$ cat config.mk
export PLATFORM = sky130hd
export DESIGN_NAME = sample_capture_top_flat
export DESIGN_NICKNAME = d
export VERILOG_FILES = /design/src/design/capture_pkg.sv /design/src/design/axis_if.sv /design/src/design/capture_regs.sv /design/src/design/threshold_discriminator.sv /design/src/design/sample_fifo.sv /design/src/design/sample_capture_top.sv /design/src/flat_wrapper.sv
export SDC_FILE = /design/constraint.sdc
export NUM_CORES = 1
export LEC_CHECK = 0
export ABC_CLOCK_PERIOD_IN_PS = 7010
export BUFFER_PORTS_ARGS = -buffer_cell sky130_fd_sc_hd__buf_2
export CORE_AREA = 5 5 242 244
export DETAILED_ROUTE_END_ITERATION = 10
export DIE_AREA = 0 0 247 249
export MAX_ROUTING_LAYER = met4
export PLACE_DENSITY = 0.68
export SETUP_SLACK_MARGIN = 0.05
export SYNTH_ARGS = -nofsm -noshare
export SYNTH_HDL_FRONTEND = slang
export SYNTH_HIERARCHICAL = 1
export SYNTH_SLANG_ARGS = --single-unit
export TNS_END_PERCENT = 100
$ cat constraint.sdc
create_clock -name clk -period 7.01 [get_ports clk]
set_input_delay 0.3505 -clock clk [delete_from_list [all_inputs] [get_ports clk]]
set_output_delay 0.3505 -clock clk [all_outputs]
set_load 0.05 [all_outputs]
$ cat src/design/capture_pkg.sv
// ********************
// shared types for the sample capture block
// register addresses, capture states, write, config and FIFO entry structs
// ********************

package capture_pkg;

  localparam int SAMPLE_WIDTH = 16;
  localparam int ENTRY_WIDTH = 16 + SAMPLE_WIDTH; // index on top, sample below

  typedef enum logic [1:0] {
    ADDR_CONTROL   = 2'd0, // bit 0 starts a capture
    ADDR_THRESHOLD = 2'd1,
    ADDR_LENGTH    = 2'd2
  } reg_addr_e;

  typedef enum logic [1:0] {
    ST_IDLE    = 2'd0,
    ST_CAPTURE = 2'd1,
    ST_DRAIN   = 2'd2  // one cycle to flush the final entry with last
  } capture_state_e;

  typedef struct packed {
    logic        valid;
    reg_addr_e   addr;
    logic [31:0] data;
  } reg_write_t;

  typedef struct packed {
    logic signed [SAMPLE_WIDTH-1:0] threshold;
    logic [15:0]                    length;  // input samples per capture
  } capture_cfg_t;

  typedef struct packed {
    logic                    last;
    logic [15:0]             index;
    logic [SAMPLE_WIDTH-1:0] sample;
  } capture_entry_t;

endpackage

$ cat src/design/axis_if.sv
// ********************
// AXI-stream style interface
// data, valid, ready and last with master and slave modports
// ********************

`timescale 1ns/1ps

interface Axis_If #(
  parameter int DWIDTH = 32
);

  logic [DWIDTH-1:0] data;
  logic              valid;
  logic              ready;
  logic              last;

  modport Master (
    input  ready,
    output valid, data, last
  );

  modport Slave (
    input  valid, data, last,
    output ready
  );

endinterface

$ cat src/design/capture_regs.sv
// ********************
// capture register block
// decodes writes into threshold and length, makes the start pulse
// ********************

`timescale 1ns/1ps

module capture_regs (
  input  logic                      clk,
  input  logic                      reset_valid,
  input  capture_pkg::reg_write_t   reg_wr,
  output capture_pkg::capture_cfg_t cfg,
  output logic                      start
);

  import capture_pkg::*;

  // one write per cycle, no back-pressure on this port
  always_ff @(posedge clk) begin
    if (reset_valid) begin
      cfg   <= '0;
      start <= 1'b0;
    end else begin
      start <= 1'b0; // pulse lasts a single cycle
      if (reg_wr.valid) begin
        case (reg_wr.addr)
          ADDR_CONTROL: begin
            start <= reg_wr.data[0];
          end
          ADDR_THRESHOLD: begin
            cfg.threshold <= reg_wr.data[SAMPLE_WIDTH-1:0];
          end
          ADDR_LENGTH: begin
            cfg.length <= reg_wr.data[15:0];
          end
          default: begin
            // unmapped address, write is ignored
          end
        endcase
      end
    end
  end

endmodule

$ cat src/design/threshold_discriminator.sv
// ********************
// capture FSM and threshold compare
// keeps samples above the threshold, tags them with their index
// holds one kept entry back so the final write can carry last
// ********************

`timescale 1ns/1ps

module threshold_discriminator (
  input  logic                        clk,
  input  logic                        reset_valid,
  input  capture_pkg::capture_cfg_t   cfg,
  input  logic                        start,
  Axis_If.Slave                       s_axis,
  input  logic                        almost_full,
  output logic                        wr_en,
  output capture_pkg::capture_entry_t wr_entry,
  output logic                        busy
);

  import capture_pkg::*;

  capture_state_e state;
  logic [15:0]    index;      // input samples accepted so far in this capture
  logic           accept;
  logic           keep;
  logic           at_end;
  logic           pend_valid;
  capture_entry_t pend;       // kept entry waiting for its write

  // input is always taken unless the FIFO is close to full, even when idle
  assign s_axis.ready = ~almost_full;
  assign accept = s_axis.valid & s_axis.ready;
  assign keep = $signed(s_axis.data) > $signed(cfg.threshold);
  assign at_end = index == (cfg.length - 16'd1);
  assign busy = state != ST_IDLE;

  // a new kept sample pushes the older pending one into the FIFO
  always_comb begin
    wr_en = 1'b0;
    wr_entry = pend;
    if (state == ST_CAPTURE) begin
      wr_en = accept & keep & pend_valid;
    end else if (state == ST_DRAIN) begin
      wr_en = pend_valid;   // nothing kept means nothing written
      wr_entry.last = 1'b1;
    end
  end

  always_ff @(posedge clk) begin
    if (reset_valid) begin
      state      <= ST_IDLE;
      index      <= '0;
      pend_valid <= 1'b0;
    end else begin
      case (state)
        ST_IDLE: begin
          if (start) begin
            state <= ST_CAPTURE;
            index <= '0;
          end
        end
        ST_CAPTURE: begin
          // start pulses are ignored here
          if (accept) begin
            index <= index + 16'd1;
            if (keep) begin
              pend_valid <= 1'b1;
            end
            if (at_end) begin
              state <= ST_DRAIN;
            end
          end
        end
        ST_DRAIN: begin
          pend_valid <= 1'b0; // flushed this cycle
          state      <= ST_IDLE;
        end
        default: begin
          state <= ST_IDLE;
        end
      endcase
    end
  end

  // pending payload
  always_ff @(posedge clk) begin
    if ((state == ST_CAPTURE) && accept && keep) begin
      pend.last   <= 1'b0;
      pend.index  <= index;
      pend.sample <= s_axis.data;
    end
  end

endmodule

$ cat src/design/sample_fifo.sv
// ********************
// synchronous FIFO of capture entries
// registered head drives the master stream, almost_full for the writer
// ********************

`timescale 1ns/1ps

module sample_fifo #(
  parameter int FIFO_DEPTH = 16
) (
  input  logic                        clk,
  input  logic                        reset_valid,
  input  logic                        wr_en,
  input  capture_pkg::capture_entry_t wr_entry,
  output logic                        almost_full,
  Axis_If.Master                      m_axis
);

  import capture_pkg::*;

  localparam int PTR_WIDTH = $clog2(FIFO_DEPTH);
  localparam logic [PTR_WIDTH:0] AF_LEVEL = (PTR_WIDTH + 1)'(FIFO_DEPTH - 1);

  capture_entry_t       mem [FIFO_DEPTH];
  logic [PTR_WIDTH-1:0] wr_ptr;
  logic [PTR_WIDTH-1:0] rd_ptr;
  logic [PTR_WIDTH:0]   count;     // entries in mem, head register not included
  logic                 out_valid;
  capture_entry_t       out_entry; // head of the queue
  logic                 pop;
  logic                 load;

  assign pop = out_valid & m_axis.ready;
  // refill the head when it is empty or leaving this cycle
  assign load = (count != '0) & (~out_valid | pop);
  assign almost_full = count >= AF_LEVEL; // at most one slot left

  assign m_axis.valid = out_valid;
  assign m_axis.data  = {out_entry.index, out_entry.sample};
  assign m_axis.last  = out_entry.last;

  always_ff @(posedge clk) begin
    if (reset_valid) begin
      wr_ptr    <= '0;
      rd_ptr    <= '0;
      count     <= '0;
      out_valid <= 1'b0;
    end else begin
      if (wr_en) begin
        wr_ptr <= wr_ptr + 1'b1; // depth is a power of two, wraps by itself
      end
      if (load) begin
        rd_ptr <= rd_ptr + 1'b1;
      end
      case ({wr_en, load})
        2'b10:   count <= count + 1'b1;
        2'b01:   count <= count - 1'b1;
        default: count <= count;
      endcase
      if (load) begin
        out_valid <= 1'b1;
      end else if (pop) begin
        out_valid <= 1'b0;
      end
    end
  end

  always_ff @(posedge clk) begin
    if (wr_en) begin
      mem[wr_ptr] <= wr_entry;
    end
    if (load) begin
      out_entry <= mem[rd_ptr];
    end
  end

endmodule

$ cat src/design/sample_capture_top.sv
// ********************
// sample capture top level
// register block, discriminator and output FIFO
// ********************

`timescale 1ns/1ps

module sample_capture_top #(
  parameter int FIFO_DEPTH = 16
) (
  input  logic                    clk,
  input  logic                    reset_valid,
  input  capture_pkg::reg_write_t reg_wr,
  Axis_If.Slave                   s_axis,
  Axis_If.Master                  m_axis,
  output logic                    capture_busy
);

  import capture_pkg::*;

  capture_cfg_t   cfg;
  logic           start;
  logic           wr_en;
  capture_entry_t wr_entry;
  logic           almost_full;

  capture_regs regs0 (
    .clk         (clk),
    .reset_valid (reset_valid),
    .reg_wr      (reg_wr),
    .cfg         (cfg),
    .start       (start)
  );

  // input ready comes from here, following the FIFO fill level
  threshold_discriminator disc0 (
    .clk         (clk),
    .reset_valid (reset_valid),
    .cfg         (cfg),
    .start       (start),
    .s_axis      (s_axis),
    .almost_full (almost_full),
    .wr_en       (wr_en),
    .wr_entry    (wr_entry),
    .busy        (capture_busy)
  );

  sample_fifo #(
    .FIFO_DEPTH (FIFO_DEPTH)
  ) fifo0 (
    .clk         (clk),
    .reset_valid (reset_valid),
    .wr_en       (wr_en),
    .wr_entry    (wr_entry),
    .almost_full (almost_full),
    .m_axis      (m_axis)
  );

endmodule

$ cat src/flat_wrapper.sv
// flat-port wrapper written by rule: the top's interface ports become plain ports
module sample_capture_top_flat import capture_pkg::*;
#(
  parameter int FIFO_DEPTH = 16
)
  (clk, reset_valid, reg_wr, capture_busy, s_axis_valid, s_axis_data, s_axis_last, s_axis_ready, m_axis_ready, m_axis_valid, m_axis_data, m_axis_last);
  Axis_If #(.DWIDTH(SAMPLE_WIDTH)) s_axis_i ();
  Axis_If #(.DWIDTH(ENTRY_WIDTH)) m_axis_i ();
  input  logic clk;
  input  logic reset_valid;
  input  capture_pkg::reg_write_t reg_wr;
  output logic capture_busy;
  input wire logic [$bits(s_axis_i.valid)-1:0] s_axis_valid;
  input wire logic [$bits(s_axis_i.data)-1:0] s_axis_data;
  input wire logic [$bits(s_axis_i.last)-1:0] s_axis_last;
  output wire logic [$bits(s_axis_i.ready)-1:0] s_axis_ready;
  input wire logic [$bits(m_axis_i.ready)-1:0] m_axis_ready;
  output wire logic [$bits(m_axis_i.valid)-1:0] m_axis_valid;
  output wire logic [$bits(m_axis_i.data)-1:0] m_axis_data;
  output wire logic [$bits(m_axis_i.last)-1:0] m_axis_last;
  assign s_axis_i.valid = s_axis_valid;
  assign s_axis_i.data = s_axis_data;
  assign s_axis_i.last = s_axis_last;
  assign s_axis_ready = s_axis_i.ready;
  assign m_axis_i.ready = m_axis_ready;
  assign m_axis_valid = m_axis_i.valid;
  assign m_axis_data = m_axis_i.data;
  assign m_axis_last = m_axis_i.last;
  sample_capture_top #(.FIFO_DEPTH(FIFO_DEPTH)) u_core (.clk(clk), .reset_valid(reset_valid), .reg_wr(reg_wr), .s_axis(s_axis_i), .m_axis(m_axis_i), .capture_busy(capture_busy));
endmodule
==> results.json <==
{
  "end_kind": "register",
  "synth_area_mm2": 0.0266,
  "whs_ns": 0.0339,
  "synth-edff-count": 593,
  "fillers": 4319,
  "fin_util_pct": 53.3,
  "relSlewSlack_pct": 15.2,
  "clock_skew_ns": 0.0256,
  "grt_max_degree": 125,
  "finalCriticalPeriod_ns": 4.70,
  "crit_chain": "a41o_2 -> nand3b_1 -> or3b_2 -> a221o_1 -> nand2_1 -> nand2_1 -> a41oi_1 -> inv_1 -> nor3_1 -> and2_2 -> buf_4",
  "cpMostUsedCell": "nand2_1",
  "worst_slack_ns": 2.31,
  "path_class": "register to register",
  "drc": 0,
  "slew_viol_final": 0,
  "cts_root_buffer": "clkbuf_16",
  "cp.required_ns": 7.24,
  "worstHoldStart": "s_axis_data[13]",
  "yosysSeqAreaShare_pct": 72.0,
  "grt_usage_pct": 19.3,
  "hold_path_end": "u_core/disc0/wr_entry[13]",
  "wirelength_mm": 57.6,
  "cts_resized": 0,
  "r2r_slack_ns": 2.31,
  "start_util_pct": 47.4,
  "cts.htree.levels": 3,
  "p_leak_nw": 8.79,
  "die_x_um": 247,
  "hold_depth": 1,
  "worstRegToRegCells": 11,
  "synthFlopType": "edfxtp_1",
  "syn-num-nets": 1579,
  "cts_num_sinks": 659,
  "hold_class": "input port to register",
  "yosysTopAreaCell": "edfxtp_1",
  "preCtsSetupSlack_ns": 2.34,
  "final_hold_viol_count": 0,
  "grt_overflow": 0,
  "vias": 13799,
  "ys_ff_latch": 659,
  "power_density_mw_per_mm2": 258,
  "setup_viol": 0,
  "tns_ns": 0,
  "synth.avg_cell_area_um2": 17.8,
  "die_h_um": 249,
  "dr.pass1.iters": 5,
  "io_buffers": 74,
  "grt_pass1_wl_mm": 87.4,
  "finalNonFillerCells": 2406,
  "clk_latency_ns": 0.59,
  "antenna_cells": 0,
  "worst_path_max_delay_cell": "and2_2",
  "synthTopCellsByArea": "edfxtp_1 (67%), mux2i_1 (6.4%), mux4_2 (5.6%)",
  "period_share_pct": 67.0,
  "worstPathMaxFanout": 18,
  "place_congestion": 0.814,
  "dieArea_mm2": 0.0615,
  "drtIter0Drc": 1142,
  "yosysWarnings": 6,
  "cts_buffer_depth": 3,
  "crit_path_start_kind": "register",
  "postRouteAntennaNets": 0,
  "startpoint": "u_core/fifo0/count[2]",
  "cpPeakStageDelay_ns": 0.64,
  "synthCells": 1496,
  "max_freq_mhz": 213,
  "grt_setup_unrepaired": "false",
  "syn_to_final_growth_pct": 12.5,
  "vdd_drop_max_uv": 149,
  "core_mm2": 0.0561,
  "r2r_end": "u_core/fifo0/mem[3][16]",
  "ys_async_sr_fraction_pct": 0,
  "cts_inserted_buffers": 68,
  "rr_startpoint": "u_core/fifo0/count[2]",
  "worst_slew_pin_slew_ns": 1.24,
  "std_cell_rows": 87,
  "synth_cell_types": 69,
  "layout-drive-gt1-share_pct": 19.9,
  "outcome": "complete, no violations",
  "place_inst": 2270,
  "io_pins": 92,
  "dpl.hpwl_mm": 31.4,
  "worstPathArrival_ns": 4.93,
  "synth_top_area_share_pct": 67.0,
  "fin_nets": 1684,
  "wl_per_cell_um": 24.0,
  "cts.reportedPaths.clkPinSlew_ns": 0.06,
  "cts_tree": "built",
  "first_global_vias": 13971,
  "drv_cap": 0,
  "antenna_found_initial": 0,
  "via_per_inst": 5.74
}
worst max-delay path: cells and delay by family, from the launching register on:
kind,cells,cell delay [ns]
and+or+nand+nor,6,1.97
DFF,1,0.39
AOI/OAI and AO/OA,3,1.24
buffers and inverters,2,0.75
layout make-up:
cell class | instances | area (um^2) | share of cell area (%)
clock buffers | 87 | 1790 | 6.00
flip-flops and latches | 659 | 19100 | 64.1
multi-input cells | 727 | 6890 | 23.1
clock inverters | 32 | 269 | 0.900
well taps | 756 | 946 | 3.17
inverters | 31 | 116 | 0.389
repair buffers | 114 | 726 | 2.43
cells by family (layout without fill, tap and decap cells):
| logic type | count (synthesis) | count (layout) | share of synthesized area, % |
|---|---|---|---|
| adders and majority gates | 27 | 27 | 1.27 |
| and+or+nand+nor | 228 | 228 | 4.79 |
| buffers and inverters | 110 | 264 | 2.25 |
| xor gates and xnor gates | 42 | 42 | 1.38 |
| AOI/OAI and AO/OA | 194 | 194 | 6.31 |
| DFF | 659 | 659 | 72.0 |
| muxes | 236 | 236 | 12.0 |
sequential cells by signal (all words and copies together) (netlist names):
signal / count
u_core/fifo0/mem: 528
u_core/fifo0/m_axis.data: 32
u_core/disc0/pend_valid: 1
u_core/regs0/start: 1
u_core/fifo0/rd_ptr: 4
u_core/fifo0/wr_ptr: 4
u_core/fifo0/count: 5
u_core/disc0/state: 2
u_core/fifo0/m_axis.valid: 1
u_core/regs0/cfg: 32
u_core/disc0/index: 16
u_core/disc0/wr_entry: 32
u_core/fifo0/m_axis.last: 1
routing by layer:
layer | GRT usage (%) | vias up | part of all wire [%] | wire, um
met5 | - | - | 0 | 0
met4 | 5.75 | 0 | 2.5 | 1440
met3 | 3.06 | 95 | 6.6 | 3820
met2 | 29.9 | 469 | 48 | 27900
met1 | 26.9 | 7043 | 42 | 24400
li1 | - | 6192 | - | -
Yosys cell counts, types with 17 or more instances:
master,n
edfxtp_1,593
mux2i_1,169
dfxtp_1,66
mux4_2,66
nand2b_1,53
nand2_1,50
a221oi_2,36
nor2_1,34
a22oi_1,33
a221oi_1,31
inv_1,30
ha_1,27
o21ai_0,27
clkbuf_1,25
xor2_1,24
buf_2,21
and2_1,20
buf_4,19
xnor2_1,18
o21ai_1,17
cells in the final DEF, fill, tap and decap left out, drive strengths merged, types with 4 or more instances in the layout:
| cell | netlist | routed |
|---|---|---|
| edfxtp | 593 | 593 |
| mux2i | 169 | 169 |
| buf | 53 | 97 |
| clkbuf | 26 | 87 |
| a221oi | 67 | 67 |
| mux4 | 66 | 66 |
| dfxtp | 66 | 66 |
| nand2b | 54 | 54 |
| nand2 | 50 | 50 |
| o21ai | 45 | 45 |
| inv | 30 | 35 |
| nor2 | 34 | 34 |
| a22oi | 33 | 33 |
| ha | 27 | 27 |
| xor2 | 24 | 24 |
| clkinv | 1 | 21 |
| and2 | 20 | 20 |
| xnor2 | 18 | 18 |
| dlygate4sd3 | 0 | 17 |
| a21oi | 11 | 11 |
| nor3 | 11 | 11 |
| nand4 | 9 | 9 |
| nand3 | 9 | 9 |
| a21o | 8 | 8 |
| nand3b | 7 | 7 |
| nor4 | 5 | 5 |
| bufinv | 0 | 4 |
| nor3b | 4 | 4 |
| and3 | 4 | 4 |
| a2111oi | 4 | 4 |
| and3b | 4 | 4 |
| or4 | 4 | 4 |
metrics by stage:
stage	cell area [um^2]	total power, mW
after floorplan	26600	4.38
after global placement	27600	4.41
after detailed placement	27600	4.42
after CTS	29900	7.80
after global routing	29900	7.99
final	29900	7.72
worst max-delay path by stage:
stage	slack [ns]	cells past startpoint	endpoint
after floorplan	3.20	12	u_core/fifo0/mem[10][0]
after global placement	2.41	10	u_core/fifo0/mem[9][21]
after detailed placement	2.34	11	u_core/fifo0/mem[3][6]
after CTS	2.33	11	u_core/fifo0/mem[3][16]
after global routing	1.99	12	u_core/fifo0/count[4]
final	2.31	11	u_core/fifo0/mem[3][16]
power breakdown:
part           leakage, nW  internal, mW  switching [mW]
Clock                0.996          1.96            1.42
Combinational         2.69        0.0533          0.0554
Sequential            5.10          4.22         0.00890
Total                 8.79          6.23            1.48
what timing repair did:
| action | CTS | global route |
|---|---|---|
| endpoints found under the hold margin | 16 | 0 |
| setup buffers | 0 | 0 |
| hold buffers | 17 | 0 |
Note: power is estimated with default switching activity, not from simulation.
